`config.mk`:
```
export PLATFORM = sky130hd
export DESIGN_NAME = osd_raster
export DESIGN_NICKNAME = d
export VERILOG_FILES = /design/src/design/osd_geom_pkg.sv /design/src/design/osd_raster.sv
export SDC_FILE = /design/constraint.sdc
export NUM_CORES = 1
export LEC_CHECK = 0
export ABC_AREA = 1
export BUFFER_PORTS_ARGS = -buffer_cell sky130_fd_sc_hd__clkbuf_2
export CAP_MARGIN = 20
export CELL_PAD_IN_SITES_DETAIL_PLACEMENT = 0
export CELL_PAD_IN_SITES_GLOBAL_PLACEMENT = 1
export CORE_AREA = 2 2 109 111
export DETAILED_ROUTE_END_ITERATION = 16
export DIE_AREA = 0 0 111 113
export PLACE_DENSITY = 0.92
export SLEW_MARGIN = 20
export SYNTH_ARGS = -nofsm -noshare
export SYNTH_HDL_FRONTEND = slang
export SYNTH_SLANG_ARGS = --single-unit
```
`constraint.sdc`:
```
create_clock -name clk_video -period 9.1 [get_ports clk_video]
set_input_delay 1.82 -clock clk_video [delete_from_list [all_inputs] [get_ports clk_video]]
set_output_delay 1.82 -clock clk_video [all_outputs]
set_load 0.05 [all_outputs]
```
`src/design/osd_geom_pkg.sv`:
```
//####################
// OSD geometry package
// Window size, bitmap depth and tint
//####################

package osd_geom_pkg;

	// Default window size in pixels and lines
	localparam logic [11:0] osd_width = 12'd256;
	localparam logic [11:0] osd_height = 12'd64;

	// Character bitmap, one byte per 8 vertical pixels
	localparam int bitmap_depth = 4096;
	localparam int bitmap_addr_bits = 12;

	// One tint bit per channel, red in bit 2
	localparam logic [2:0] osd_color = 3'd4;

	// Gap longer than this many line widths starts a new frame
	localparam logic [3:0] frame_gap_factor = 4'd4;

endpackage

```
`src/design/osd_raster.sv`:
```
//####################
// OSD raster generator
// Line and frame tracking, window test and bitmap addressing
//####################

module osd_raster (
	input  logic clk_video,
	input  logic rst,
	input  logic de_in,
	input  logic osd_enable,
	input  logic info,
	input  logic [11:0] info_x,
	input  logic [11:0] info_y,
	input  logic [5:0] info_w,
	input  logic [5:0] info_h,
	output logic [osd_geom_pkg::bitmap_addr_bits-1:0] rd_addr,
	output logic [2:0] bit_sel,
	output logic win_active
);

	logic de_d;
	logic [15:0] h_cnt;
	logic [11:0] width;
	logic [11:0] v_line;
	logic [11:0] frame_lines;
	logic en_frame;

	logic rise;
	logic frame_start;
	logic [15:0] gap_limit;
	logic [11:0] h_cur;
	logic [11:0] v_cur;
	logic [11:0] lines_cur;
	logic en_cur;
	logic [11:0] h_start;
	logic [11:0] v_start;
	logic [11:0] win_w;
	logic [11:0] win_h;
	logic [11:0] col;
	logic [11:0] row;
	logic in_win;

	logic [2:0] bit_sel_q;
	logic win_q;

	assign rise = de_in & ~de_d;
	assign gap_limit = 16'(width) * 16'(osd_geom_pkg::frame_gap_factor);
	// h_cnt still holds the previous line period on the rising edge
	assign frame_start = rise && (h_cnt > gap_limit);

	assign h_cur = rise ? 12'd0 : h_cnt[11:0];
	assign v_cur = rise ? (frame_start ? 12'd0 : v_line + 12'd1) : v_line;
	assign lines_cur = frame_start ? v_line + 12'd1 : frame_lines;
	assign en_cur = frame_start ? osd_enable : en_frame;

	// Default window centered on the measured raster
	assign h_start = info ? info_x : (width - osd_geom_pkg::osd_width) >> 1;
	assign v_start = info ? info_y : (lines_cur - osd_geom_pkg::osd_height) >> 1;
	assign win_w = info ? {3'b000, info_w, 3'b000} : osd_geom_pkg::osd_width;
	assign win_h = info ? {3'b000, info_h, 3'b000} : osd_geom_pkg::osd_height;

	assign col = h_cur - h_start;
	assign row = v_cur - v_start;
	assign in_win = en_cur & de_in & (col < win_w) & (row < win_h);

	always_ff @(posedge clk_video) begin
		if (rst) begin
			de_d <= 1'b0;
			h_cnt <= 16'd0;
			width <= 12'd0;
			v_line <= 12'd0;
			frame_lines <= 12'd0;
			en_frame <= 1'b0;
			rd_addr <= '0;
			win_q <= 1'b0;
			win_active <= 1'b0;
		end else begin
			de_d <= de_in;
			if (rise)
				h_cnt <= 16'd1;
			else if (h_cnt != 16'hffff)
				h_cnt <= h_cnt + 16'd1;
			// Active width known on the falling edge
			if (de_d && !de_in)
				width <= h_cnt[11:0];
			if (rise)
				v_line <= v_cur;
			frame_lines <= lines_cur;
			en_frame <= en_cur;

			// Row wraps every 128 lines, column every 256 pixels
			rd_addr <= {row[6:3], col[7:0]};
			win_q <= in_win;
			win_active <= win_q;
		end
	end

	// Bit index follows the RAM read by one cycle
	always_ff @(posedge clk_video) begin
		bit_sel_q <= row[2:0];
		bit_sel <= bit_sel_q;
	end

endmodule

```
# After elaboration in Yosys (flattened, before gate mapping)
# Cells that the tools add are included.
# op_classes
n_mux	11
magnitude_cmp	3
reduce_logical	5
n_addsub	6
bitwise_logic	5
eq_ne	1
# ops
op	count
12-bit 2-to-1 mux	6
12-bit by 9-bit less-than comparator with 1-bit output	2
12-bit subtractor	2
9-bit 2-to-1 mux	2
16-bit by 1-bit adder with 16-bit output (second input constant)	1
16-bit by 14-bit greater-than comparator with 1-bit output	1
16-bit != test (second input constant)	1
12-bit by 1-bit adder with 12-bit output (second input constant)	1
12-bit by 7-bit subtractor with 12-bit output (second input constant)	1
12-bit by 9-bit subtractor with 12-bit output (second input constant)	1
1-bit bitwise AND	4
1-bit 2-to-1 mux	3
1-bit logical AND	2
2-bit nonzero test	1
2-bit OR reduction	1
1-bit zero test	1
1-bit inverter	1
# totals
output_inout_bits	16
reg_bits	74

# Logic depth before layout (Yosys ltp)
# logic_depth
ltp_word	9
ltp_mapped	32
mapped_depth_nobuf	31

# Least setup slack after synthesis
# OpenSTA, ideal clock, no wires.
# synth_path
path_type	input port to flip-flop
start	input de_in
end	register win_q
path_buffers	1
stages	24
path_slack_ns	4.117
arrival_time_ns	4.910
setup_time_ns	0.073
path_cell_list	nand2_1 nor2_2 nand2_4 inv_2 buf_2 nand2_1 o21ai_0 o21ai_1 ha_1 fa_1 inv_1 a31oi_1 o21ai_0 xor2_1 ha_1 nand2_1 nor2_1 a211oi_1 nand2_1 nand2_1 nand2_1 nor2_1 nand4_1 nor3_2
# synth_via
elab_chain_cells	8
elab_cells_between_ends	16
# synth_lines
element	line_no	rtl
start: declaration	osd_raster.sv:9	input logic de_in,
1-bit bitwise AND *	osd_raster.sv:46	assign rise = de_in & ~de_d;
1-bit logical AND	osd_raster.sv:49	assign frame_start = rise && (h_cnt > gap_limit);
12-bit 2-to-1 mux	osd_raster.sv:53	assign lines_cur = frame_start ? v_line + 12'd1 : frame_lines;
12-bit by 7-bit subtractor with 12-bit output	osd_raster.sv:58	assign v_start = info ? info_y : (lines_cur - osd_geom_pkg::osd_height) >> 1;
12-bit 2-to-1 mux	osd_raster.sv:58	
12-bit subtractor *	osd_raster.sv:63	assign row = v_cur - v_start;
via row[6]	osd_raster.sv:40	logic [11:0] row;
12-bit by 9-bit less-than comparator with 1-bit output *	osd_raster.sv:64	assign in_win = en_cur & de_in & (col < win_w) & (row < win_h);
1-bit bitwise AND *	osd_raster.sv:64	
end signal: assignment	osd_raster.sv:93	win_q <= in_win;
end: declaration	osd_raster.sv:44	logic win_q;
# The timed path passes the listed nets; every way through them passes the cells marked *.
# A chain may end at the register's enable or synchronous reset.

# Worst setup path after layout
# layout_path
start	input de_in
end	register win_q
# layout_via
elab_cells_between_ends	16
# layout_lines
element	line_no	rtl
1-bit bitwise AND *	osd_raster.sv:46	
1-bit logical AND	osd_raster.sv:49	
12-bit 2-to-1 mux	osd_raster.sv:52	assign v_cur = rise ? (frame_start ? 12'd0 : v_line + 12'd1) : v_line;
12-bit 2-to-1 mux *	osd_raster.sv:52	
via v_cur[2]	osd_raster.sv:32	logic [11:0] v_cur;
12-bit subtractor *	osd_raster.sv:63	
via row[5]	osd_raster.sv:40	
12-bit by 9-bit less-than comparator with 1-bit output *	osd_raster.sv:64	
1-bit bitwise AND *	osd_raster.sv:64	
# Marks and branches as above.

==> results_dict.tcl <==
set metrics [dict create \
    outcome "completed" \
    synth_top_cell_area_share 0.288 \
    placed_cells_incl_taps 930 \
    multi_input_comb_area_um2 3050 \
    cts-resized-gates 0 \
    ys_seq_area_frac 0.288 \
    synthTopCellsByCount "166 x nand2_1, 117 x inv_1, 75 x nor2_1" \
    holdCritPathClass "flip-flop to flip-flop" \
    nNetsFinal 889 \
    final.setup_skew_ns 0.00780 \
    maxCapViolations 0 \
    netlist_instances 748 \
    synth_area_leader_cell "dfxtp_1" \
    htreeDepth 3 \
    ys_ff_latch 73 \
    pin_count_of_the_biggest_net_entering_global_routing 42 \
    ys_types 39 \
    grt_antenna_before_repair 0 \
    p_total_uw 1020 \
    slew_headroom 0.340 \
    post_cts_hold_buffer_count 0 \
    hold_ws_ns 0.327 \
    critical_path.reg2reg.startpoint "width[5]" \
    setup.worst_path.class "primary input to flip-flop" \
    number_of_post_cts_setup_repair_buffers 0 \
    post-route-min-period_ns 5.44 \
    synthTopCellsByArea "dfxtp_1 29%, nand2_1 12%, ha_1 12%" \
    ys_warn_count 0 \
    design.portCount 57 \
    route.detailed.wl_per_inst_um 13.8 \
    die_h_um 113 \
    crit_path_start_kind "primary input" \
    detailedRoute.firstIterationViolations 221 \
    detailroute.via_count 4769 \
    synth-main-ff-cell "dfxtp_1" \
    timing_worst_slew_pin_value_ns 0.989 \
    timing.fmax_mhz 184 \
    std_cell_rows 39 \
    fin_cells 946 \
    fraction_of_power_spent_switching_nets 0.320 \
    fin_crit_sh 0.598 \
    vias_in_the_first_global_route 4605 \
    synth_area_per_cell_um2 6.78 \
    core_region_area_um2 11300 \
    cp_data_arrival_time_ns 5.72 \
    clock-sinks 73 \
    proportion_of_power_drawn_by_the_clock_network 0.420 \
    clock_pin_slew_reported_for_the_worst_setup_and_hold_paths_after_clock_tree_synthesis_ns 0.06 \
    wire_length_of_the_first_global_routing_pass_mm 21.4 \
    final_hold_viol_count 0 \
    insertion_delay_ns 0.35 \
    power.internal_uw 691 \
    detail-route-antenna-nets 0 \
    total_leakage_power_uw 0.00278 \
    die-width_um 111 \
    r2r_setup_slack_ns 4.50 \
    critical_path_peak_fanout 21 \
    fill_cells 1135 \
    setup_tns_ns 0 \
    tritoncts.num_buffers 9 \
    drtPass1Iterations 5 \
    synth_nets 839 \
    worstSetupEndpoint "win_q" \
    antenna-diode-count 0 \
    drive_above_1_share 0.143 \
    cts-root-to-sink-buffers 2 \
    global_route.usage.total 0.214 \
    synthArstFlopShare 0 \
    via_per_inst 5.04 \
    route.final.wire_length_mm 13.0 \
    share_comb_of_total_power 0.232 \
    setup-violations-final 0 \
    power_frac_seq 0.348 \
    reg2reg_to "win_q" \
    unrepaired_setup_endpoints_after_global_routing "false" \
    hpwlAfterDp_mm 10.3 \
    cell_chosen_for_the_clock_root "clkbuf_16" \
    area_delta_synth_final_pct 14.5 \
    gp_routability_congestion 0.986 \
    final_util 0.516 \
    placement.io_buffers 56 \
    dieArea_um2 12500 \
    ir_drop_mv 0.0969 \
    timing.final.max_slew_violations 0 \
    initial_core_util 0.450 \
    mappedNetlistArea_um2 5070 \
    crit_path_start "de_in" \
    cp_data_required_time_ns 9.38 \
    tritoncts "built" \
    grt.overflow.total 0 \
    synth_enable_flop_cells 0 \
    drc_errors 0 \
    critical_path_end_type "flip-flop" \
    power.density_cell_area_nw_per_um2 175 \
    seq_area_um2 1460 \
    timing.reg2reg.worst_path_depth 26 \
    p_switching_uw 325 \
    yosys.cell_count.top_type "nand2_1" \
]
## cell type report
class | count | area share
repair buffers | 57 | 0.0495
clock inverters | 7 | 0.0217
inverters | 127 | 0.0829
well taps | 143 | 0.0308
clock buffers | 9 | 0.0387
flip-flops and latches | 73 | 0.251
multi-input cells | 530 | 0.525
## power by group through the flow
stage | registers (uW) | logic, uW | clock network [uW]
after CTS | 354 | 237 | 435
after global placement | 359 | 234 | 0
after detailed placement | 361 | 236 | 0
after global routing | 355 | 265 | 451
after floorplan | 399 | 140 | 0
final | 353 | 236 | 426
## worst min path at each step
| stage | start | end | cells past startpoint |
|---|---|---|---|
| floorplan | bit_sel_q[0] | bit_sel[0] | 0 |
| global placement | bit_sel_q[1] | bit_sel[1] | 0 |
| detailed placement | bit_sel_q[0] | bit_sel[0] | 0 |
| CTS | bit_sel_q[0] | bit_sel[0] | 0 |
| global route | bit_sel_q[0] | bit_sel[0] | 0 |
| finish | bit_sel_q[0] | bit_sel[0] | 0 |
## sequential cells by signal (all words and copies together) (netlist names), 3 cells and up
| register | flops |
|---|---|
| bit_sel | 3 |
| rd_addr | 12 |
| width | 12 |
| frame_lines | 11 |
| bit_sel_q | 3 |
| v_line | 12 |
| h_cnt | 16 |
## layer usage
layer | up-vias | wire [um] | global-route usage
met5 | - | 0 | 0
met4 | 0 | 419 | 0.105
met3 | 29 | 557 | 0.0370
met2 | 108 | 6380 | 0.384
met1 | 2139 | 5680 | 0.249
li1 | 2493 | - | -
## placed cells by master, fill, tap and decap left out, types with 24 or more instances in the layout
master,synthesis,layout
dfxtp_1,73,73
a21oi_1,47,47
ha_1,48,48
clkbuf_2,0,56
nand2_1,166,166
inv_1,117,117
o21ai_0,41,41
xor2_1,24,24
nand3_1,33,33
nor2_1,75,75
## metrics by stage
step | setup WS [ns] | instance area (um^2)
5_1_grt | 3.23 | 5810
6_report | 3.66 | 5810
2_1_floorplan | 4.12 | 5070
3_5_place_dp | 3.29 | 5460
3_3_place_gp | 3.52 | 5460
4_1_cts | 3.66 | 5810
## critical path, cell delays in order
cell	delay [ns]
clkbuf_2	0.10
nand2_1	0.22
inv_2	0.43
nand2_1	0.40
o22ai_1	0.31
ha_1	0.34
a21oi_1	0.25
o21ai_0	0.16
a21oi_1	0.23
xor2_1	0.23
inv_1	0.07
ha_1	0.31
a21oi_1	0.13
nor2_1	0.05
a211oi_1	0.16
nand2_1	0.07
nand2_1	0.05
nand2_1	0.05
nor2_1	0.09
nand4_1	0.11
nor3_2	0.11
## cell families after synthesis
logic type | Yosys count | share of synthesized area
and+or+nand+nor | 321 | 0.281
adders and majority gates | 50 | 0.126
AOI/OAI and AO/OA | 130 | 0.144
xor gates and xnor gates | 29 | 0.0500
buffers and inverters | 145 | 0.111
DFF | 73 | 0.288
No activity file was read; power rests on OpenSTA's default activity.
