**src/design/osd_geom_pkg.sv**
```systemverilog
//####################
// OSD geometry package
// Window size, bitmap depth and tint
//####################

package osd_geom_pkg;

	// Default window size in pixels and lines
	localparam logic [11:0] osd_width = 12'd256;
	localparam logic [11:0] osd_height = 12'd64;

	// Character bitmap, one byte per 8 vertical pixels
	localparam int bitmap_depth = 4096;
	localparam int bitmap_addr_bits = 12;

	// One tint bit per channel, red in bit 2
	localparam logic [2:0] osd_color = 3'd4;

	// Gap longer than this many line widths starts a new frame
	localparam logic [3:0] frame_gap_factor = 4'd4;

endpackage

```
**src/design/osd_blend.sv**
```systemverilog
//####################
// OSD blender
// Replaces window pixels with the tinted overlay
//####################

module osd_blend (
	input  logic clk_video,
	input  logic rst,
	input  logic [23:0] din,
	input  logic de_in,
	input  logic [7:0] rd_data,
	input  logic [2:0] bit_sel,
	input  logic win_active,
	output logic [23:0] dout,
	output logic de_out
);

	logic [23:0] din_d1;
	logic [23:0] din_d2;
	logic de_d1;
	logic de_d2;
	logic pix;
	logic [23:0] overlay;

	assign pix = rd_data[bit_sel];

	// Glyph bit on top, tint, then a dimmed copy of the input
	assign overlay = {
		pix, pix, osd_geom_pkg::osd_color[2], din_d2[23:19],
		pix, pix, osd_geom_pkg::osd_color[1], din_d2[15:11],
		pix, pix, osd_geom_pkg::osd_color[0], din_d2[7:3]
	};

	always_ff @(posedge clk_video) begin
		din_d1 <= din;
		din_d2 <= din_d1;
		dout <= win_active ? overlay : din_d2;
	end

	always_ff @(posedge clk_video) begin
		if (rst) begin
			de_d1 <= 1'b0;
			de_d2 <= 1'b0;
			de_out <= 1'b0;
		end else begin
			de_d1 <= de_in;
			de_d2 <= de_d1;
			de_out <= de_d2;
		end
	end

	// Raster window flag lines up with the delayed data enable
	a_win_in_de: assert property (
		@(posedge clk_video) disable iff (rst)
		win_active |-> de_d2
	);

endmodule

```
**config.mk**
```make
export PLATFORM = sky130hd
export DESIGN_NAME = osd_blend
export DESIGN_NICKNAME = d
export VERILOG_FILES = /design/src/design/osd_geom_pkg.sv /design/src/design/osd_blend.sv
export SDC_FILE = /design/constraint.sdc
export NUM_CORES = 1
export LEC_CHECK = 0
export BUFFER_PORTS_ARGS = -buffer_cell sky130_fd_sc_hd__buf_2
export CAP_MARGIN = 20
export CORE_MARGIN = 3
export CORE_UTILIZATION = 40
export CTS_CLUSTER_DIAMETER = 40
export DETAILED_ROUTE_END_ITERATION = 12
export GPL_ROUTABILITY_DRIVEN = 0
export HOLD_SLACK_MARGIN = 0.15
export PLACE_DENSITY = 0.69
export SYNTH_ARGS = -nofsm -noshare
export SYNTH_HDL_FRONTEND = slang
export SYNTH_SLANG_ARGS = --single-unit
```
**constraint.sdc**
```tcl
create_clock -name clk_video -period 0.92 [get_ports clk_video]
set_input_delay 0.092 -clock clk_video [delete_from_list [all_inputs] [get_ports clk_video]]
set_output_delay 0.092 -clock clk_video [all_outputs]
set_load 0.01 [all_outputs]
```
# Word-level counts from Yosys, hierarchy flattened
# Index checks and enable logic that the tools add are counted.
# Widths: inputs -> output; s select.
classes:
  n_lt_le_gt_ge: 1
  muxes: 3
op_table:
  columns: ["cell", "n"]
  rows:
  - ["$mux 24", 1]
  - ["$lt 3x4->1 const B", 1]
  - ["$bmux 1 s3", 1]
  - ["$mux 1", 1]
word_totals:
  register_bits: 75
  input_bits: 39
  out_inout_bits: 25

# Longest topological paths before layout
# Gate-level depths: netlist of the first run.
depth:
  depth_word: 3
  mapped_depth: 4
  ltp_nobuf: 3

# Worst setup path after synthesis of the first run
# No wires, ideal clock.
synth_path:
  kind: "input-to-reg"
  from: "input port win_active"
  to: "register dout[11]"
  t_arrival_ps: 825
  required_ps: 799
  slack_ps: -26
  path_stages: 3
  path_buffers: 2
  path_cell_list: "buf_2 > buf_2 > mux2_2"
synth_via:
  elab_chain_cells: 1
synth_lines:
  columns: ["element", "line", "rtl"]
  rows:
  - ["start: declaration", "osd_blend.sv:13", "input logic win_active,"]
  - ["$mux 24", "osd_blend.sv:37", "dout <= win_active ? overlay : din_d2;"]
  - ["end signal: assignment", "osd_blend.sv:37", null]
  - ["end: declaration", "osd_blend.sv:14", "output logic [23:0] dout,"]
# Every way passes these cells.
# A chain may end at the register's enable or synchronous reset.

# Worst setup path in the final report of the first run
layout_path:
  from: "register dout[17]"
  to: "output port dout[17]"
# No word-level cell between the ends.

==> results of run 1 <==
state kept, by name, indices dropped and copies added, names as in the netlist:
register / count
dout: 24
de_d2: 1
din_d2: 24
de_d1: 1
din_d1: 24
de_out: 1
what timing repair did:
item	4_1_cts	5_1_grt
endpoints found under the hold margin	27	0
hold buffers	26	0
setup buffers	0	0
endpoints found under the setup margin	0	1
gates resized for setup	0	2
layout by cell type (no fill, tap or decap):
cell type,netlist,layout
dfxtp_1,75,74
buf_2,2,62
dlygate4sd3_1,0,26
mux2_2,15,15
clkbuf_8,0,13
nor2b_1,6,6
o2bb2ai_1,6,6
buf_4,0,5
mux2i_1,2,2
inv_1,1,1
mux4_2,1,1
nor2b_4,1,1
nor2_1,1,1
a221o_1,1,1
or2_2,1,1
bufinv_16,0,1
clkbuf_1,0,1
dfxtp_2,0,1
buf_6,0,1
how the worst max path moves through the flow:
stage / depth (start not counted) / start / endpoint / slack (ps)
6_report: 1 / dout[17] / dout[17] / 60
4_1_cts: 1 / dout[17] / dout[17] / 20
3_3_place_gp: 4 / bit_sel[0] / dout[22] / -170
2_1_floorplan: 3 / bit_sel[0] / dout[14] / -30
3_5_place_dp: 4 / bit_sel[0] / dout[23] / -200
5_1_grt: 1 / dout[2] / dout[2] / 2
kinds of logic after synthesis:
group / share of synthesized area [%]
AO/OA/AOI/OAI: 3.38
flip-flops: 81.1
AND/OR/NAND/NOR: 3.31
buffers and inverters: 0.744
multiplexers: 11.4
stage by stage:
step	instance area [µm²]	setup WS (ps)	instances
after floorplan	1850	-25.9	112
after global placement	2260	-171	230
after detailed placement	2260	-205	230
after CTS	2730	23.6	271
after global routing	2740	1.95	271
final	2740	64.1	271
routing by layer:
| metal | wire length, µm | share of wire [%] | track usage [%] |
|---|---|---|---|
| met3 | 306 | 8.8 | 6.62 |
| met5 | 0 | 0 | 0 |
| met2 | 1940 | 56 | 25.8 |
| met1 | 1180 | 34 | 13.0 |
| met4 | 67 | 1.9 | 9.05 |
area by class of cell:
class / count / area, µm² / area share (%)
Clock buffer: 14 / 183 / 6.67
Clock inverter: 1 / 30.0 / 1.10
Inverter: 1 / 3.75 / 0.137
Multi-Input combinational cell: 34 / 335 / 12.2
Sequential cell: 75 / 1500 / 54.9
Tap cell: 52 / 65.1 / 2.38
Timing Repair Buffer: 94 / 619 / 22.6
power by group:
group / leakage, µW / internal, µW / switching [µW] / total (µW)
registers: 0.000632 / 3450 / 55.9 / 3510
logic: 0.000507 / 287 / 179 / 466
clock network: 0.000109 / 1540 / 1030 / 2570
==> flow_summary_export.csv, run 1 <==
group,metric,value,unit
setup_path,critPathBufInv,1,
setup_path,slowest_delay,320,ps
min_path,min_from,"win_active",
floorplanning,fp.dieW,74.0,µm
yosys,syn_inst,112,
clock_network,numCtsBuffers,9,
power,power_density,2390,nW/µm²
clock_network,insertion_delay,320,ps
layout,fillers,348,
floorplanning,die_y,74.0,µm
layout,nets,254,
drt,drt_first_pass_iters,4,
drt,wl,3490,µm
setup_path,reg2reg_from,"din_d2[15]",
timing,fin_crit_sh,93.0,%
yosys,synthTopCellsByCount,"dfxtp_1 (75), mux2_2 (15), nor2b_1 (6), o2bb2ai_1 (6)",
yosys,synth_edf_count,0,
yosys,synth_seq_cells,75,
timing,finalSetupViolations,0,
setup_path,crit_path_max_fanout,1,
setup_path,path_delay_family,"flip-flops",
setup_path,worstPathRequired,830,ps
drt,ant_nets,0,
layout,area_delta_synth_final,48.0,%
layout,insertedDiodeCount,0,
setup_path,endpoint_kind,"primary output",
clock_network,root_buffer,"clkbuf_8",
setup_path,r2r_end,"dout[12]",
place,io_buffers,63,
clock_network,cts_tree,"yes",
clock_network,clock_sinks,75,
min_path,hold_path_depth,3,
yosys,synth.most_common_cell,"dfxtp_1",
timing,slew_headroom,85.8,%
timing,whs,150,ps
setup_path,crit_chain,"buf_2",
floorplanning,io_pins,64,
timing,slew_viol_final,0,
layout,finish.utilization,62.0,%
drt,routed-via-count,1147,
floorplanning,initial_core_util,41.9,%
timing,fmax,1170,MHz
yosys,ys_seq_area_share,81.1,%
global_route,grt_pass1_wl,5450,µm
timing,rsz0062_at_grt,"false",
setup_path,rrSetupSlack,220,ps
yosys,yosysTopAreaCellShare,81.1,%
floorplanning,rows,24,
timing,period_minus_slack,856,ps
min_path,hp-class,"in2reg",
min_path,whs_endpoint,"dout[5]",
place,dpl.hpwl,2200,µm
yosys,yosysWarnings,0,
power,power.leakage,0.00125,µW
drt,drt_iter0_markers,19,
power,ir_drop,1680,µV
setup_path,arrival,760,ps
yosys,synth_area_leaders,"dfxtp_1 (81%), mux2_2 (9.1%), o2bb2ai_1 (2.8%), nor2b_1 (2.0%), mux4_2 (1.2%)",
clock_network,clk_path_buf_depth,2,
clock_network,cts_max_level,3,
yosys,ys.flop_type,"dfxtp_1",
global_route,antenna_found_initial,0,
job,drv_cap,0,
yosys,synth_cell_types,12,
yosys,synth_largest_area_cell,"dfxtp_1",
drt,drc,0,
timing,clock_skew,3.70,ps
power,fin_total_pwr,6550,µW
setup_path,worstRegToRegCells,1,
global_route,track_usage,14.4,%
yosys,postSynth.asyncResetShare,0,%
yosys,syn_area_per_cell,16.5,µm²
global_route,grt_max_degree,12,
floorplanning,core_area,4410,µm²
clock_network,path_clk_slew,70,ps
global_route,overflow,0,
timing,worst_slew_pin_slew,213,ps
setup_path,crit_slowest_cell,"dfxtp_1",
yosys,netlist_area,1850,µm²
global_route,grt_pass1_vias,1244,
floorplanning,dieArea,5480,µm²
layout,drive_gt1_share,46.1,%
timing,setup_tns,0,ps
setup_path,crit_type,"reg2out",
setup_path,startpoint_type,"flop",
drt,wl_per_cell,12.9,µm
drt,vias_per_cell,4.23,
status,status,"finished, final reports clean",
yosys,syn_nets,151,
timing,final-hold-violation-count,0,
Power figures use the tool's default switching activity.
==> run 2, diff against run 1 <==
==> constraint.sdc (replaced) <==
create_clock -name clk_video -period 0.92 [get_ports clk_video]
set_input_delay 0.276 -clock clk_video [delete_from_list [all_inputs] [get_ports clk_video]]
set_output_delay 0.276 -clock clk_video [all_outputs]
set_load 0.01 [all_outputs]
==> flow_summary_export.csv, run 2 (synthesized netlist as in run 1, its figures left out) <==
group,metric,value,unit
layout,drive_gt1_share,51.2,%
layout,nets,252,
timing,clock_skew,4.16,ps
setup_path,crit_slowest_cell,"dfxtp_2",
setup_path,arrival,770,ps
timing,fin_ws,-121,ps
clock_network,path_clk_slew,60,ps
drt,vias_per_cell,4.24,
min_path,whs_endpoint,"de_d1",
timing,period_minus_slack,1040,ps
floorplanning,core_area,4410,µm²
drt,wl_per_cell,12.4,µm
timing,fin_crit_sh,113,%
timing,worst_slew_pin_slew,372,ps
layout,top_regs,"din_d1: 24 flops, din_d2: 24 flops, dout: 24 flops",
place,dpl.hpwl,2220,µm
floorplanning,fp.dieW,74.0,µm
setup_path,endpoint_kind,"primary output",
layout,insertedDiodeCount,0,
layout,area_delta_synth_final,51.5,%
floorplanning,initial_core_util,41.9,%
floorplanning,die_y,74.0,µm
global_route,antenna_found_initial,0,
min_path,hp-class,"in2reg",
job,drv_cap,0,
setup_path,path_delay_family,"flip-flops",
power,power.leakage,0.00127,µW
global_route,grt_pass1_wl,5040,µm
floorplanning,io_pins,64,
power,ir_drop,1270,µV
setup_path,crit_type,"reg2out",
drt,ant_nets,0,
global_route,grt_pass1_vias,1172,
timing,fmax,960,MHz
clock_network,cts_max_level,3,
clock_network,insertion_delay,320,ps
timing,slew_headroom,75.2,%
drt,drt_iter0_markers,15,
setup_path,startpoint_type,"flop",
clock_network,clock_sinks,75,
global_route,track_usage,13.3,%
status,status,"finished, violations left",
setup_path,slowest_delay,330,ps
setup_path,crit_path_max_fanout,1,
setup_path,worstRegToRegCells,1,
power,power_density,2150,nW/µm²
setup_path,reg2reg_from,"din_d2[15]",
layout,stdcell_count,267,
timing,final-hold-violation-count,0,
setup_path,worstPathRequired,640,ps
setup_path,crit_chain,"buf_6",
layout,fillers,327,
layout,final_cell_mix,"dfxtp_1 (66), buf_2 (53), dlygate4sd3_1 (25), clkbuf_8 (10)",
drt,wl,3320,µm
global_route,overflow,0,
drt,drc,0,
layout,finish.utilization,63.5,%
setup_path,rrSetupSlack,210,ps
place,placedCellCount,229,
layout,layout_commonest_cell,"dfxtp_1",
clock_network,root_buffer,"clkbuf_8",
clock_network,clk_path_buf_depth,2,
min_path,min_from,"de_in",
drt,drt_first_pass_iters,4,
status,violations,"negative setup slack",
drt,routed-via-count,1131,
timing,slew_viol_final,0,
setup_path,critPathBufInv,1,
floorplanning,rows,24,
global_route,grt_max_degree,11,
place,io_buffers,63,
clock_network,cts_tree,"yes",
clock_network,numCtsBuffers,9,
timing,rsz0062_at_grt,"true",
min_path,hold_path_depth,2,
floorplanning,dieArea,5480,µm²
setup_path,r2r_end,"dout[12]",
timing,finalSetupViolations,31,
run 2: changes by cell type in the layout (fill, tap and decap cells not counted), sizes merged:
| cell | change |
|---|---|
| buf | -1 |
| clkbuf | -1 |
| dlygate4sd3 | -1 |
| bufinv | -1 |
run 2: what timing repair did:
| item | 4_1_cts | 5_1_grt |
|---|---|---|
| hold buffers | 25 | 0 |
| gates resized for setup | 16 | 11 |
| hold endpoints to repair | 27 | 0 |
| gates cloned | 0 | 0 |
| setup endpoints to repair | 31 | 31 |
| buffers inserted | 0 | 0 |
run 2: worst max path at each step:
stage               endpoint  cells past startpoint  slack, ps       start
floorplan           dout[14]                      3       -200  bit_sel[0]
detailed placement  dout[15]                      4       -440  bit_sel[0]
global route        dout[10]                      1       -160    dout[10]
global placement     dout[6]                      4       -380  bit_sel[0]
CTS                  dout[0]                      1       -140     dout[0]
finish              dout[10]                      1       -120    dout[10]
run 2: final cells by class:
class                      count  area, µm²  share of cell area, %
clock buffer                  13        149                   5.31
inverter                       1       3.75                  0.134
multi-input combinational     34        398                   14.2
sequential                    75       1510                   54.0
tap                           52       65.1                   2.32
timing repair buffer          92        674                   24.1
run 2: stage by stage:
stage	worst slack [ps]	hold slack [ps]	total power, µW	setup TNS, ps	cell area, µm²
finish	-121	186	6030	-2990	2800
global route	-163	182	6300	-4220	2800
CTS	-137	166	6070	-3300	2750
detailed placement	-437	312	3980	-4580	2290
global placement	-382	310	3960	-4270	2290
floorplan	-202	304	3770	-1290	1900
run 2: per-layer routing:
metal | up-vias | global-route usage [%] | wire length, µm
li1 | 573 | - | -
met1 | 506 | 10.9 | 1150
met2 | 46 | 25.0 | 1840
met3 | 6 | 7.03 | 273
met4 | 0 | 7.24 | 53
met5 | - | 0 | 0
run 2: power breakdown:
part,total (µW),internal (µW),switching (µW)
Combinational,539,347,192
Sequential,3530,3460,66.0
Clock,1970,1010,958
==> run 3, diff against run 2 <==
- SETUP_SLACK_MARGIN: unset -> 0.2
==> flow_summary_export.csv, run 3 (synthesized netlist as in run 1, its figures left out) <==
group,metric,value,unit
status,status,"finished, violations left",
status,violations,"negative setup slack",
setup_path,path_delay_family,"flip-flops",
place,placed_area,2310,µm²
clock_network,holdBufCountCts,24,
timing,whs,137,ps
clock_network,path_clk_slew,70,ps
setup_path,crit_type,"reg2out",
job,drv_cap,0,
clock_network,clk_path_buf_depth,2,
global_route,antenna_found_initial,0,
layout,layout_commonest_cell,"dfxtp_1",
setup_path,critPathBufInv,1,
clock_network,cts_max_level,3,
floorplanning,die_y,74.0,µm
clock_network,root_buffer,"clkbuf_8",
clock_network,insertion_delay,330,ps
layout,area_delta_synth_final,55.2,%
timing,fin_ws,-123,ps
floorplanning,initial_core_util,41.9,%
global_route,grt_pass1_wl,5300,µm
timing,slew_headroom,78.9,%
global_route,grt_pass1_vias,1244,
timing,clock_skew,5.28,ps
timing,finalSetupViolations,31,
layout,finish.utilization,65.1,%
setup_path,slowest_delay,330,ps
floorplanning,rows,24,
power,power.leakage,0.00133,µW
floorplanning,io_pins,64,
global_route,grt_max_degree,13,
global_route,track_usage,13.9,%
layout,insertedDiodeCount,0,
floorplanning,fp.dieW,74.0,µm
setup_path,worstPathRequired,640,ps
layout,nets,251,
setup_path,endpoint_kind,"primary output",
timing,worst_slew_pin_slew,317,ps
layout,finish.instance_area,2870,µm²
setup_path,arrival,770,ps
drt,drt_first_pass_iters,2,
clock_network,cts_setup_buffers,0,
timing,rsz0062_at_grt,"true",
drt,wl,3390,µm
layout,regArea,1510,µm²
layout,final_cell_mix,"dfxtp_1 (67), buf_2 (55), dlygate4sd3_1 (24), mux2_4 (14), clkbuf_8 (13)",
timing,slew_viol_final,0,
layout,drive_gt1_share,52.5,%
floorplanning,dieArea,5480,µm²
layout,multiInputGateArea,422,µm²
min_path,hp-class,"in2reg",
global_route,overflow,0,
timing,fin_crit_sh,113,%
layout,fillers,352,
setup_path,crit_slowest_cell,"dfxtp_2",
drt,vias_per_cell,4.19,
place,dpl.hpwl,2180,µm
drt,drt_iter0_markers,21,
place,io_buffers,63,
timing,period_minus_slack,1040,ps
setup_path,startpoint_type,"flop",
timing,fmax,959,MHz
clock_network,numCtsBuffers,9,
layout,top_regs,"din_d1: 24 flops, din_d2: 24 flops, dout: 24 flops",
setup_path,crit_chain,"buf_6",
drt,wl_per_cell,12.6,µm
timing,final-hold-violation-count,0,
setup_path,crit_path_max_fanout,1,
clock_network,cts_tree,"yes",
drt,routed-via-count,1128,
drt,drc,0,
power,power_density,2330,nW/µm²
drt,ant_nets,0,
floorplanning,core_area,4410,µm²
clock_network,clock_sinks,75,
power,ir_drop,1910,µV
[run 3: per-layer routing]
layer  GRT usage, %  part of all wire, %  vias up
li1               -                    -      575
met1           12.1                   35      508
met2           25.7                   56       43
met3           6.22                  8.4        2
met4           8.45                 0.41        0
met5              0                    0        -
[run 3: layout make-up]
type	count	area share [%]
Sequential cell	75	52.6
Timing Repair Buffer	91	22.5
Multi-Input combinational cell	34	14.7
Clock buffer	13	6.23
Tap cell	52	2.27
Clock inverter	3	1.53
Inverter	1	0.131
[run 3: final timing paths]
kind / depth (start not counted) / slack [ps] / startpoint / endpoint
min: 2 / 140 / rst / de_out
max: 1 / -120 / dout[2] / dout[2]
max reg2reg: 1 / 220 / din_d2[14] / dout[11]
min reg2reg: 0 / 330 / din_d1[7] / din_d2[7]
[run 3: per-stage QoR]
step | worst slack [ps] | total power [µW] | setup TNS, ps | instances
after floorplan | -202 | 3790 | -1380 | 112
after global placement | -390 | 3970 | -4220 | 229
after detailed placement | -437 | 3990 | -4670 | 229
after CTS | -150 | 6730 | -3510 | 269
after global routing | -168 | 6980 | -4340 | 269
final | -123 | 6690 | -3030 | 269
[run 3: where the power goes]
group	switching (µW)	total, µW	internal [µW]
combinational	192	542	350
clock	1080	2630	1550
sequential	64.4	3520	3460
total	1340	6690	5360
[run 3: what timing repair did]
item | 4_1_cts | 5_1_grt
endpoints found under the setup margin | 31 | 41
hold endpoints to repair | 27 | 3
gates resized for setup | 8 | 17
