==> src/design/osd_cmd_pkg.sv <==
//####################
// OSD command package
// Opcodes and command word layout
//####################

package osd_cmd_pkg;

	// Opcodes, first word of a command frame
	localparam logic [7:0] op_enable = 8'h28;
	localparam logic [7:0] op_write = 8'h0c;

	// Parameter words ahead of the bitmap data
	localparam logic [2:0] write_prefix_words = 3'd4;

	typedef struct packed {
		logic [7:0] unused;
		logic [7:0] opcode;
	} cmd_op_t;

	// First parameter of op_enable
	typedef struct packed {
		logic [12:0] unused;
		logic info;
		logic spare;
		logic enable;
	} cmd_ctrl_t;

	typedef union packed {
		cmd_op_t op;
		cmd_ctrl_t ctrl;
	} cmd_word_u;

endpackage

==> src/design/osd_geom_pkg.sv <==
//####################
// OSD geometry package
// Window size, bitmap depth and tint
//####################

package osd_geom_pkg;

	// Default window size in pixels and lines
	localparam logic [11:0] osd_width = 12'd256;
	localparam logic [11:0] osd_height = 12'd64;

	// Character bitmap, one byte per 8 vertical pixels
	localparam int bitmap_depth = 4096;
	localparam int bitmap_addr_bits = 12;

	// One tint bit per channel, red in bit 2
	localparam logic [2:0] osd_color = 3'd4;

	// Gap longer than this many line widths starts a new frame
	localparam logic [3:0] frame_gap_factor = 4'd4;

endpackage

==> src/design/osd_cmd_port.sv <==
//####################
// OSD command port
// Decodes strobed words into bitmap writes and window settings
//####################

module osd_cmd_port (
	input  logic clk_video,
	input  logic rst,
	input  logic io_osd,
	input  logic io_strobe,
	input  logic [15:0] io_din,
	output logic wr_en,
	output logic [osd_geom_pkg::bitmap_addr_bits-1:0] wr_addr,
	output logic [7:0] wr_data,
	output logic osd_enable,
	output logic info,
	output logic [11:0] info_x,
	output logic [11:0] info_y,
	output logic [5:0] info_w,
	output logic [5:0] info_h
);

	osd_cmd_pkg::cmd_word_u word;

	logic strobe_d;
	logic strobe_rise;
	logic has_cmd;
	logic [7:0] cmd;
	logic [2:0] pcnt;
	logic [osd_geom_pkg::bitmap_addr_bits-1:0] bcnt;
	logic en_pending;

	assign word = io_din;
	assign strobe_rise = io_strobe & ~strobe_d;

	always_ff @(posedge clk_video) begin
		if (rst) begin
			strobe_d <= 1'b0;
			has_cmd <= 1'b0;
			cmd <= 8'h00;
			pcnt <= 3'd0;
			bcnt <= '0;
			en_pending <= 1'b0;
			wr_en <= 1'b0;
			osd_enable <= 1'b0;
			info <= 1'b0;
		end else begin
			strobe_d <= io_strobe;
			wr_en <= 1'b0;

			if (!io_osd) begin
				has_cmd <= 1'b0;
				cmd <= 8'h00;
				pcnt <= 3'd0;
				bcnt <= '0;
				// Enable only changes once the frame is closed
				if (cmd == osd_cmd_pkg::op_enable)
					osd_enable <= en_pending;
			end else if (strobe_rise) begin
				if (!has_cmd) begin
					has_cmd <= 1'b1;
					cmd <= word.op.opcode;
					bcnt <= '0;
				end else if (cmd == osd_cmd_pkg::op_write &&
					pcnt < osd_cmd_pkg::write_prefix_words) begin
					pcnt <= pcnt + 3'd1;
					// Last prefix word selects the 256 byte band
					if (pcnt == osd_cmd_pkg::write_prefix_words - 3'd1)
						bcnt <= {io_din[3:0], 8'h00};
				end else begin
					if (cmd == osd_cmd_pkg::op_enable) begin
						case (bcnt)
							12'd0: begin
								en_pending <= word.ctrl.enable;
								info <= word.ctrl.info;
							end
							12'd1: info_x <= io_din[11:0];
							12'd2: info_y <= io_din[11:0];
							12'd3: info_w <= io_din[5:0];
							12'd4: info_h <= io_din[5:0];
							default: ;
						endcase
					end
					if (cmd == osd_cmd_pkg::op_write) begin
						wr_en <= 1'b1;
						wr_addr <= bcnt;
						wr_data <= io_din[7:0];
					end
					bcnt <= bcnt + 1'b1;
				end
			end
		end
	end

	// No bitmap write once the command frame has closed
	a_wr_in_frame: assert property (
		@(posedge clk_video) disable iff (rst)
		wr_en |-> io_osd
	);

endmodule

==> config.mk <==
export PLATFORM = sky130hd
export DESIGN_NAME = osd_cmd_port
export DESIGN_NICKNAME = d
export VERILOG_FILES = /design/src/design/osd_cmd_pkg.sv /design/src/design/osd_geom_pkg.sv /design/src/design/osd_cmd_port.sv
export SDC_FILE = /design/constraint.sdc
export NUM_CORES = 1
export LEC_CHECK = 0
export BUFFER_PORTS_ARGS = -buffer_cell sky130_fd_sc_hd__buf_4
export CAP_MARGIN = 20
export CORE_MARGIN = 2
export CORE_UTILIZATION = 52
export CTS_CLUSTER_SIZE = 16
export DETAILED_ROUTE_END_ITERATION = 10
export PLACE_DENSITY = 0.76
export SYNTH_ARGS = -nofsm -noshare
export SYNTH_HDL_FRONTEND = slang
export SYNTH_SLANG_ARGS = --single-unit
==> constraint.sdc <==
create_clock -name clk_video -period 4.4 [get_ports clk_video]
set_clock_uncertainty 0.2 [all_clocks]
set_input_delay 0.88 -clock clk_video [delete_from_list [all_inputs] [get_ports clk_video]]
set_output_delay 0.88 -clock clk_video [all_outputs]
set_load 0.02 [all_outputs]
* After elaboration in Yosys (flattened, before gate mapping)
Cells that the tools add are included.
** Storage, ports and cells
- Flip-flop bits (word level) :: 85
** Cells by class
- Add/subtract/negate cells :: 2
- Magnitude comparators :: 1
- Equal/unequal tests :: 8
- Muxes and demuxes :: 4
- Bitwise logic cells :: 7
- Reduce and logical (&&, ||, !) cells :: 14
** Operators by type and width (count)
- $mux W12 :: 3
- $reduce_and A7 Y1 :: 4
- $eq A12 B2 Y1 const B :: 2
- $add A12 B1 Y12 const B :: 1
- $eq A12 B1 Y1 const B :: 1
- $eq A12 B3 Y1 const B :: 1
- $logic_not A12 Y1 :: 1
- $reduce_and A6 Y1 :: 2
- $eq A8 B4 Y1 const B :: 1
- $eq A8 B6 Y1 const B :: 1
- $not A1 Y1 :: 6
- $reduce_and A2 Y1 :: 3
- $reduce_or A5 Y1 :: 1
- $add A3 B1 Y3 const B :: 1
- $eq A3 B2 Y1 const B :: 1
- $lt A3 B3 Y1 const B :: 1
- $ne A3 B2 Y1 const B :: 1
- $reduce_and A3 Y1 :: 1
- $reduce_or A2 Y1 :: 1
- $and A1 B1 Y1 :: 1
- $logic_and A1 B1 Y1 :: 1
- $mux W1 :: 1

* Logic depth before layout (Yosys ltp)
Gate-level depths: netlist of run 1.
- Depth after elaboration :: 4
- Gate-level depth with buffers :: 8

* Least setup slack after synthesis of run 1
Ideal clock, no wire load.
- Kind :: input port to flip-flop
- Start point :: input port io_strobe
- End point :: register wr_addr[0] in the netlist's numbering (enable)
- Setup time :: 448 ps
- Data arrival time :: 3357 ps
- Required time :: 3752 ps
- Setup slack :: 395 ps
- Stages on the path :: 3
- Path buffers :: 0
- Path through :: nor2b_1 -> nand4b_1 -> nor4_1
** Between the ends
- Longest elaborated chain between the ends :: 2
** Ends and longest elaborated chain
- from (decl) :: RTL line osd_cmd_port.sv:10 : input logic io_strobe,
- $and A1 B1 Y1 :: RTL line osd_cmd_port.sv:34 : assign strobe_rise = io_strobe & ~strobe_d;
- $reduce_and A6 Y1 (no line)
- to (signal assigned) :: RTL line osd_cmd_port.sv:86 : wr_addr <= bcnt;
- to (decl) :: RTL line osd_cmd_port.sv:13 : output logic [osd_geom_pkg::bitmap_addr_bits-1:0] wr_addr,
No other way between the ends.
A chain may end at the register's enable or synchronous reset.

* Worst setup path in the final report of run 1
- Start point :: register cmd[0]
- End point :: register info_y[3] (enable)
** Between the ends
- Longest elaborated chain between the ends :: 4
- Elaborated cells on any way between the ends :: 5
** Ends and longest elaborated chain
- from (decl) :: RTL line osd_cmd_port.sv:28 : logic [7:0] cmd;
- from (signal assigned) :: RTL line osd_cmd_port.sv:62 : cmd <= word.op.opcode;
- $eq A8 B4 Y1 :: RTL line osd_cmd_port.sv:64 : end else if (cmd == osd_cmd_pkg::op_write &&
- $logic_and A1 B1 Y1 :: RTL line osd_cmd_port.sv:64
- $not A1 Y1 (no line)
- $reduce_and A7 Y1 (no line) (*)
- to (signal assigned) :: RTL line osd_cmd_port.sv:78 : 12'd2: info_y <= io_din[11:0];
- to (decl) :: RTL line osd_cmd_port.sv:18 : output logic [11:0] info_y,
Mark *: on every way between the ends. The rest lies on a longest branch, timed or not.

==> flow_summary_export.csv, run 1 <==
group,metric,value,unit
clock_tree,cts_made_buffers,9,
drt,drc,0,
final_layout,multi_input_area,872,um^2
logic_synthesis,synthArstFlopShare,0,
critical_path,start_kind,"flop",
clock_tree,ctsLongestPathBuffers,2,
clock_tree,numClockSinks,85,
power_and_ir_drop,p_leak,1.47,nW
sta,period_minus_slack,2.93,ns
drt,drt_iter0_drc,168,
logic_synthesis,post-synth-top-count-cell,"edfxtp_1",
logic_synthesis,synth_area_leaders,"edfxtp_1, dfxtp_1, mux2i_1, nor2_1, ha_1",
placement,dpl.hpwl,4.72,mm
sta,slew_headroom,0.410,
sta,finalSetupTns,0,ns
final_layout,syn_to_final_growth,25.9,%
sta,slew_violations,0,
logic_synthesis,yosysTopAreaCellShare,0.528,
clock_tree,cts-resized-gates,0,
grt,antenna_found_initial,0,
logic_synthesis,ys_types,44,
power_and_ir_drop,powerDensity,358,mW/mm^2
critical_path,arrival,2.72,ns
logic_synthesis,synth_ff_type,"edfxtp_1",
final_layout,fill_cells,440,
final_layout,n_antenna_cell,0,
critical_path,required,4.19,ns
drt,dr.pass1.iters,4,
drt,via_per_inst,5.43,
sta,fin_crit_sh,0.666,
critical_path,crit_chain,"or4b_1 -> nand4b_1 -> or2_2 -> nor3_1 -> and2_1",
power_and_ir_drop,ir_drop,174,uV
run_status,status,"complete, no violations",
worst_hold_path,hold_path_class,"reg -> reg",
floorplan,rows,28,
grt,grt_overflow_total,0,
critical_path,critPathMaxStageDelay,0.67,ns
run,cap_violations,0,
logic_synthesis,synthTopCellsByCount,"edfxtp_1, dfxtp_1, nor2_1, mux2i_1, nor3_1",
sta,fmax,341,MHz
sta,finalSetupViolCount,0,
logic_synthesis,synthAdderAreaFrac,0.0236,
clock_tree,cts_tree,"yes",
worst_hold_path,hold_depth,2,
logic_synthesis,synth_top_area_cell,"edfxtp_1",
clock_tree,ctsHoldBuffers,0,
logic_synthesis,netlist_area,0.00318,mm^2
logic_synthesis,ys_seq_elements,85,
floorplan,die_w,82.3,um
logic_synthesis,synth_compound_area_frac,0.0499,
sta,postLayoutSetupSlackWorst,1.47,ns
grt,grt_max_degree,16,
clock_tree,clkLatencyLatePin,0.35,ns
placement,port-buffer-count,74,
grt,grt_usage,0.212,
final_layout,drive_above_1_share,0.299,
final_layout,seq_area,0.00226,mm^2
critical_path,reg2reg_slack,1.47,ns
logic_synthesis,synth_cells,229,
worst_hold_path,min_from,"cmd[3]",
placement,dp_slack,1.16,ns
drt,routed-via-count,2114,
logic_synthesis,yosys.area_share.simple,0.146,
sta,rsz0062_at_grt,"false",
placement,gp_congestion,0.839,
sta,hold_violations,0,
critical_path,cp_max_fo,12,
logic_synthesis,synth_edf_count,56,
critical_path,cp-end-kind,"flop",
drt,finalWirelength,6.51,mm
power_and_ir_drop,power.total,1.44,mW
logic_synthesis,synth_area_per_cell,13.9,um^2
floorplan,core,0.00592,mm^2
clock_tree,cts.htree.levels,3,
critical_path,r2r_cells,5,
sta,worst_pin_slew,0.878,ns
clock_tree,clk_pin_slew,0.08,ns
clock_tree,postCtsSetupRepairBufs,0,
drt,wire_per_inst,16.7,um
critical_path,r2r_start,"cmd[0]",
logic_synthesis,synthesis.nets,255,
floorplan,die_area,0.00677,mm^2
floorplan,io_pins,79,
floorplan,start_util,0.538,
drt,postRouteAntennaNets,0,
floorplan,die_h,82.3,um
logic_synthesis,synth_top_family_by_area,"simple AND/OR/NAND/NOR gates",
grt,grt_pass1_wl,10.2,mm
critical_path,r2r-end,"info_y[3]",
worst_hold_path,hold_end,"cmd[3]",
final_layout,layout.nets,335,
logic_synthesis,ys.warnings.count,0,
critical_path,critPathKind,"reg -> reg",
clock_tree,cts-root-buf,"clkbuf_8",
logic_synthesis,synth_seq_area_share,0.710,
critical_path,slowest_stage,"or4b_1",
grt,grt_pass1_vias,2051,
logic_synthesis,synthMuxAreaShare,0.0413,
logic_synthesis,synthXorXnorAreaFrac,0.0110,
[worst max-delay path: cells and delay by family (launching register included)]
kind / cells / cell delay (ns)
and+or+nand+nor: 5 / 2.04
DFF: 1 / 0.31
[power breakdown]
group          leakage (nW)  switching (mW)  internal (mW)  total [mW]
clock                0.0980           0.261          0.277       0.538
combinational         0.654          0.0258         0.0198      0.0456
sequential            0.718         0.00293          0.850       0.853
total                  1.47           0.290           1.15        1.44
[per-stage QoR]
step	instances	util	instance area (um^2)	hold WS [ns]
2_1_floorplan	229	-	3180	0.228
5_1_grt	389	0.677	4010	0.334
4_1_cts	389	0.677	4010	0.294
3_5_place_dp	373	0.645	3820	0.274
6_report	389	0.677	4010	0.293
3_3_place_gp	373	0.645	3820	0.266
[layout by cell type, fill, tap and decap left out, types with 2 or more instances in the layout]
master / n
ha_1: 6
and3_1: 2
dfxtp_1: 29
edfxtp_1: 56
nand4_1: 5
nand3_1: 4
nor2b_1: 5
nand2b_1: 4
nor2_1: 28
clkbuf_8: 10
nand2_1: 6
and2_1: 3
nand4b_1: 2
nand3b_1: 2
mux2i_1: 12
nor3_1: 8
a21oi_1: 7
or4b_1: 2
clkbuf_1: 2
o21ai_0: 7
buf_4: 76
nor4_1: 2
inv_1: 5
xor2_1: 4
and4_1: 3
[metal layers]
metal / part of all wire / wire length [um] / global-route usage / vias to the layer above
met5: 0 / 0 / 0 / -
met4: 0.025 / 165 / 0.0983 / 0
met3: 0.065 / 426 / 0.0663 / 17
met2: 0.50 / 3220 / 0.352 / 81
met1: 0.41 / 2690 / 0.252 / 1012
li1: - / - / - / 1004
[kinds of logic (layout without fill, tap and decap cells)]
group | count (synthesis) | after routing
muxes | 13 | 13
DFF | 85 | 85
adders and majority gates | 6 | 6
AOI/OAI and AO/OA | 24 | 24
and+or+nand+nor | 85 | 85
buffers and inverters | 12 | 97
xor gates and xnor gates | 4 | 4
[sequential cells by signal (all words and copies together) (netlist names)]
register / count
info_x: 12
wr_addr: 12
bcnt: 12
cmd: 8
info_y: 12
en_pending: 1
osd_enable: 1
has_cmd: 1
wr_data: 8
pcnt: 3
wr_en: 1
info_w: 6
info: 1
strobe_d: 1
info_h: 6
[worst max-delay path by stage]
stage	startpoint	endpoint
2_1_floorplan	io_strobe	wr_addr[0]
3_3_place_gp	rst	wr_data[3]
3_5_place_dp	rst	wr_addr[10]
4_1_cts	cmd[0]	info_y[1]
5_1_grt	cmd[0]	info_y[6]
6_report	cmd[0]	info_y[3]
[area by class of cell]
class / count / share of cell area
well taps: 75 / 0.0234
flip-flops and latches: 85 / 0.564
multi-input cells: 132 / 0.217
clock inverters: 4 / 0.0119
repair buffers: 76 / 0.142
inverters: 5 / 0.00468
clock buffers: 12 / 0.0362
Power figures use the tool's default switching activity.
==> run 2, diff against run 1 <==
clock period = 2.8 ns   (was 4.4 ns; I/O delays follow)
==> run 2 against run 1 <==
Compared with the run above: critical path depth is 1 higher; cell count increased by 2.1%; flip-flop and latch count unchanged; via count rose by 0.99%; global-route usage down 0.34 points; critical path type unchanged.
==> flow_summary_export.csv, run 2 (synthesized netlist as in run 1, its figures left out) <==
group,metric,value,unit
critical_path,r2r_cells,6,
clock_tree,ctsLongestPathBuffers,2,
power_and_ir_drop,power.share.sequential,0.594,
power_and_ir_drop,switching_power,0.457,mW
critical_path,reg2reg_slack,0.27,ns
critical_path,start_kind,"flop",
critical_path,r2r_start,"cmd[0]",
final_layout,layout.nets,343,
sta,worst_pin_slew,0.480,ns
run_status,status,"complete, no violations",
grt,grt_pass1_wl,10.0,mm
final_layout,drive_above_1_share,0.320,
drt,drt_iter0_drc,153,
sta,finalSetupViolCount,0,
clock_tree,cts-resized-gates,0,
placement,gp_congestion,0.812,
floorplan,core,0.00592,mm^2
placement,dpl.cell_count,381,
final_layout,layout_commonest_cell,"buf_4",
final_layout,design_area,0.00409,mm^2
final_layout,syn_to_final_growth,28.3,%
sta,hold_violations,0,
final_layout,n_antenna_cell,0,
placement,port-buffer-count,74,
power_and_ir_drop,p_comb_frac,0.034,
critical_path,r2r-end,"info_y[1]",
grt,grt_overflow_total,0,
worst_hold_path,hold_end,"info_y[8]",
drt,dr.pass1.iters,4,
critical_path,critPathKind,"reg -> reg",
sta,slew_violations,0,
grt,grt_usage,0.209,
clock_tree,cts-root-buf,"clkbuf_8",
clock_tree,postCtsSetupRepairBufs,0,
drt,routed-via-count,2135,
floorplan,die_area,0.00677,mm^2
clock_tree,numClockSinks,85,
critical_path,cp_max_fo,12,
power_and_ir_drop,sw_frac_of_total,0.203,
critical_path,arrival,2.37,ns
run,cap_violations,0,
sta,finalSetupTns,0,ns
clock_tree,clkLatencyLatePin,0.35,ns
drt,drc,0,
critical_path,startpoint,"cmd[0]",
floorplan,die_w,82.3,um
worst_hold_path,min_from,"io_din[8]",
sta,slew_headroom,0.677,
sta,rsz0062_at_grt,"false",
placement,placed_area,0.00389,mm^2
floorplan,rows,28,
sta,fmax,395,MHz
drt,finalWirelength,6.45,mm
power_and_ir_drop,powerDensity,552,mW/mm^2
grt,grt_max_degree,21,
sta,period_minus_slack,2.53,ns
grt,antenna_found_initial,0,
floorplan,start_util,0.538,
drt,via_per_inst,5.38,
sta,whs,0.192,ns
drt,wire_per_inst,16.3,um
clock_tree,cts_tree,"yes",
clock_tree,cts_made_buffers,9,
floorplan,io_pins,79,
worst_hold_path,hold_path_class,"in -> reg",
clock_tree,cts.htree.levels,3,
worst_hold_path,hold_depth,1,
power_and_ir_drop,p_clk_frac,0.372,
clock_tree,ctsHoldBuffers,0,
critical_path,required,2.64,ns
drt,postRouteAntennaNets,0,
final_layout,final_cells,397,
clock_tree,clk_pin_slew,0.08,ns
placement,dpl.hpwl,4.59,mm
power_and_ir_drop,p_leak,1.59,nW
critical_path,cp-end-kind,"flop",
power_and_ir_drop,p_int,1.80,mW
floorplan,die_h,82.3,um
final_layout,final_cell_mix,"buf_4, edfxtp_1, dfxtp_1, nor2_1, mux2i_1",
grt,grt_pass1_vias,2001,
sta,fin_crit_sh,0.904,
power_and_ir_drop,ir_drop,354,uV
run 2: cell count changes in the layout (fill, tap and decap cells not counted), sizes merged:
cell / previous run / this run
inv: 5 / 6
clkbuf: 12 / 14
bufinv: 1 / 0
buf: 76 / 84
clkinv: 3 / 1
run 2: stage by stage:
step | worst slack, ns | utilization | power, mW
after floorplan | 0.240 | - | 1.40
after global placement | 0.362 | 0.656 | 1.44
after detailed placement | 0.290 | 0.656 | 1.44
after CTS | 0.266 | 0.690 | 2.27
after global routing | 0.121 | 0.690 | 2.33
final | 0.267 | 0.690 | 2.25
run 2: worst max-delay path by stage:
stage | endpoint | slack (ns) | cells after the start
2_1_floorplan | info_x[0] | 0.24 | 6
3_3_place_gp | info_x[10] | 0.36 | 6
3_5_place_dp | info_y[6] | 0.29 | 6
4_1_cts | info_y[1] | 0.27 | 6
5_1_grt | info_x[5] | 0.12 | 6
6_report | info_y[1] | 0.27 | 6
run 2: worst max-delay path, cell delays in order (launching register included):
cell      delay, ns
dfxtp_1        0.32
or4b_1         0.55
nand4b_1       0.21
or2_2          0.33
nor3_1         0.22
and2_1         0.17
buf_4          0.22
run 2: area by class of cell:
type	count	area, um^2
Tap cell	75	93.8
Multi-Input combinational cell	132	881
Inverter	5	18.8
Clock inverter	2	15.0
Sequential cell	85	2260
Timing Repair Buffer	84	631
Clock buffer	14	184
Fill cell	434	1840
run 2: power by group through the flow:
stage                     Sequential, mW  Clock, mW  Combinational (mW)
after floorplan                     1.37          0              0.0359
after global routing                1.34      0.904              0.0833
final                               1.34      0.839              0.0762
after detailed placement            1.37          0              0.0756
after CTS                           1.34      0.854              0.0761
after global placement              1.37          0              0.0733
run 2: metal layers:
metal / track usage / vias to the layer above / routed length, um
met1: 0.271 / 1006 / 2730
met3: 0.0587 / 14 / 455
met2: 0.319 / 87 / 3090
li1: - / 1028 / -
met4: 0.112 / 0 / 172
met5: 0 / - / 0
==> run 3, diff against run 2 <==
CORE_ASPECT_RATIO = 2   (was not set)
CORE_UTILIZATION = 55   (was 52)
CTS_BUF_LIST = sky130_fd_sc_hd__clkbuf_16   (was not set)
PLACE_DENSITY = 0.8   (was 0.76)
clock period = 3.1 ns   (was 2.8 ns; I/O delays follow)
==> run 3 against run 2 <==
Compared with the run above: non-clock buffer count down 2; sequential power fell by 9.7%; total power up 1.2%; cell count is 4.0% lower; combinational power fell by 12%; hold slack better by 0.083 ns; worst setup slack better by 0.15 ns; fmax shrank 5.5%; critical endpoint is now info_x[2]; largest power group unchanged.
==> flow_summary_export.csv, run 3 (synthesized netlist as in run 1, its figures left out) <==
group,metric,value,unit
worst_hold_path,hold_path_class,"in -> reg",
power_and_ir_drop,power.total,2.28,mW
grt,grt_max_degree,17,
clock_tree,cts-resized-gates,0,
critical_path,startpoint,"cmd[0]",
drt,dr.pass1.iters,4,
clock_tree,cts-root-buf,"clkbuf_16",
power_and_ir_drop,powerDensity,549,mW/mm^2
drt,routed-via-count,2120,
drt,via_per_inst,5.56,
placement,port-buffer-count,74,
drt,drc,0,
power_and_ir_drop,p_leak,1.63,nW
final_layout,syn_to_final_growth,30.4,%
clock_tree,cts_made_buffers,9,
power_and_ir_drop,sw_frac_of_total,0.189,
sta,fmax,373,MHz
placement,dpl.hpwl,4.60,mm
power_and_ir_drop,p_int,1.85,mW
grt,grt_pass1_vias,2098,
clock_tree,postCtsSetupRepairBufs,0,
final_layout,fill_cells,362,
floorplan,io_pins,79,
critical_path,arrival,2.50,ns
critical_path,start_kind,"flop",
sta,finalSetupViolCount,0,
grt,grt_overflow_total,0,
power_and_ir_drop,p_clk_frac,0.439,
sta,finalSetupTns,0,ns
clock_tree,cts.htree.levels,3,
grt,grt_pass1_wl,10.0,mm
drt,wire_per_inst,16.7,um
critical_path,cp-end-kind,"flop",
final_layout,layout_commonest_cell,"buf_4",
floorplan,rows,39,
grt,grt_usage,0.213,
power_and_ir_drop,power.share.sequential,0.531,
sta,worst_pin_slew,0.602,ns
sta,period_minus_slack,2.68,ns
power_and_ir_drop,switching_power,0.431,mW
clock_tree,cts_tree,"yes",
clock_tree,ctsHoldBuffers,0,
sta,fin_crit_sh,0.864,
drt,drt_iter0_drc,75,
clock_tree,clk_pin_slew,0.06,ns
clock_tree,clkLatencyLatePin,0.33,ns
floorplan,start_util,0.563,
run_status,status,"complete, no violations",
final_layout,n_antenna_cell,0,
critical_path,r2r_start,"cmd[0]",
final_layout,drive_above_1_share,0.316,
floorplan,die_h,112,um
floorplan,die_w,57.8,um
critical_path,critPathKind,"reg -> reg",
final_layout,final_cell_mix,"buf_4, edfxtp_1, dfxtp_1, nor2_1, mux2i_1",
drt,finalWirelength,6.37,mm
sta,hold_violations,0,
final_layout,layout.nets,341,
critical_path,required,2.92,ns
sta,slew_headroom,0.599,
critical_path,cp_max_fo,12,
floorplan,core,0.00566,mm^2
grt,antenna_found_initial,0,
clock_tree,ctsLongestPathBuffers,2,
clock_tree,numClockSinks,85,
worst_hold_path,min_from,"io_din[10]",
placement,gp_congestion,0.864,
floorplan,die_area,0.00645,mm^2
run,cap_violations,0,
power_and_ir_drop,p_comb_frac,0.030,
sta,slew_violations,0,
sta,rsz0062_at_grt,"false",
drt,postRouteAntennaNets,0,
power_and_ir_drop,ir_drop,509,uV
run 3: power by group through the flow:
| stage | clock [mW] | sequential (mW) | combinational, mW |
|---|---|---|---|
| 2_1_floorplan | 0 | 1.23 | 0.0321 |
| 3_3_place_gp | 0 | 1.24 | 0.0658 |
| 3_5_place_dp | 0 | 1.24 | 0.0677 |
| 4_1_cts | 1.02 | 1.21 | 0.0679 |
| 5_1_grt | 1.07 | 1.21 | 0.0733 |
| 6_report | 1.00 | 1.21 | 0.0673 |
run 3: area by class of cell:
| class | count | area (um^2) | share of cell area |
|---|---|---|---|
| Tap cell | 61 | 76.3 | 0.0184 |
| Timing Repair Buffer | 82 | 628 | 0.151 |
| Clock inverter | 7 | 60.1 | 0.0145 |
| Inverter | 5 | 18.8 | 0.00452 |
| Sequential cell | 85 | 2260 | 0.545 |
| Multi-Input combinational cell | 132 | 881 | 0.212 |
| Clock buffer | 9 | 225 | 0.0542 |
run 3: worst max-delay path: stages, from the launching register on:
cell and delay [ns]:
dfxtp_1 0.31, or4b_1 0.68, nand4b_1 0.25, or2_2 0.33, nor3_1 0.22, and2_1 0.16, buf_4 0.22
run 3: worst paths after layout:
| check | end | slack (ns) | depth (start not counted) |
|---|---|---|---|
| worst max register to register | info_x[2] | 0.42 | 6 |
| worst min-delay path | info_y[10] | 0.27 | 1 |
| worst max-delay path | info_x[2] | 0.42 | 6 |
| worst min register to register | osd_enable | 0.29 | 2 |
run 3: per-layer routing:
layer | wire [um] | global-route usage | up-vias
met5 | 0 | 0 | -
met4 | 153 | 0.118 | 0
li1 | - | - | 1020
met1 | 2250 | 0.206 | 1010
met2 | 3610 | 0.383 | 75
met3 | 352 | 0.0650 | 15
run 3: through the flow:
step	cells	setup slack, ns	hold slack [ns]	util	cell area [um^2]
2_1_floorplan	229	0.170	0.228	-	3190
3_3_place_gp	365	0.425	0.263	0.683	3870
3_5_place_dp	365	0.421	0.280	0.683	3870
4_1_cts	381	0.408	0.261	0.733	4150
5_1_grt	381	0.258	0.256	0.733	4150
6_report	381	0.421	0.274	0.733	4150
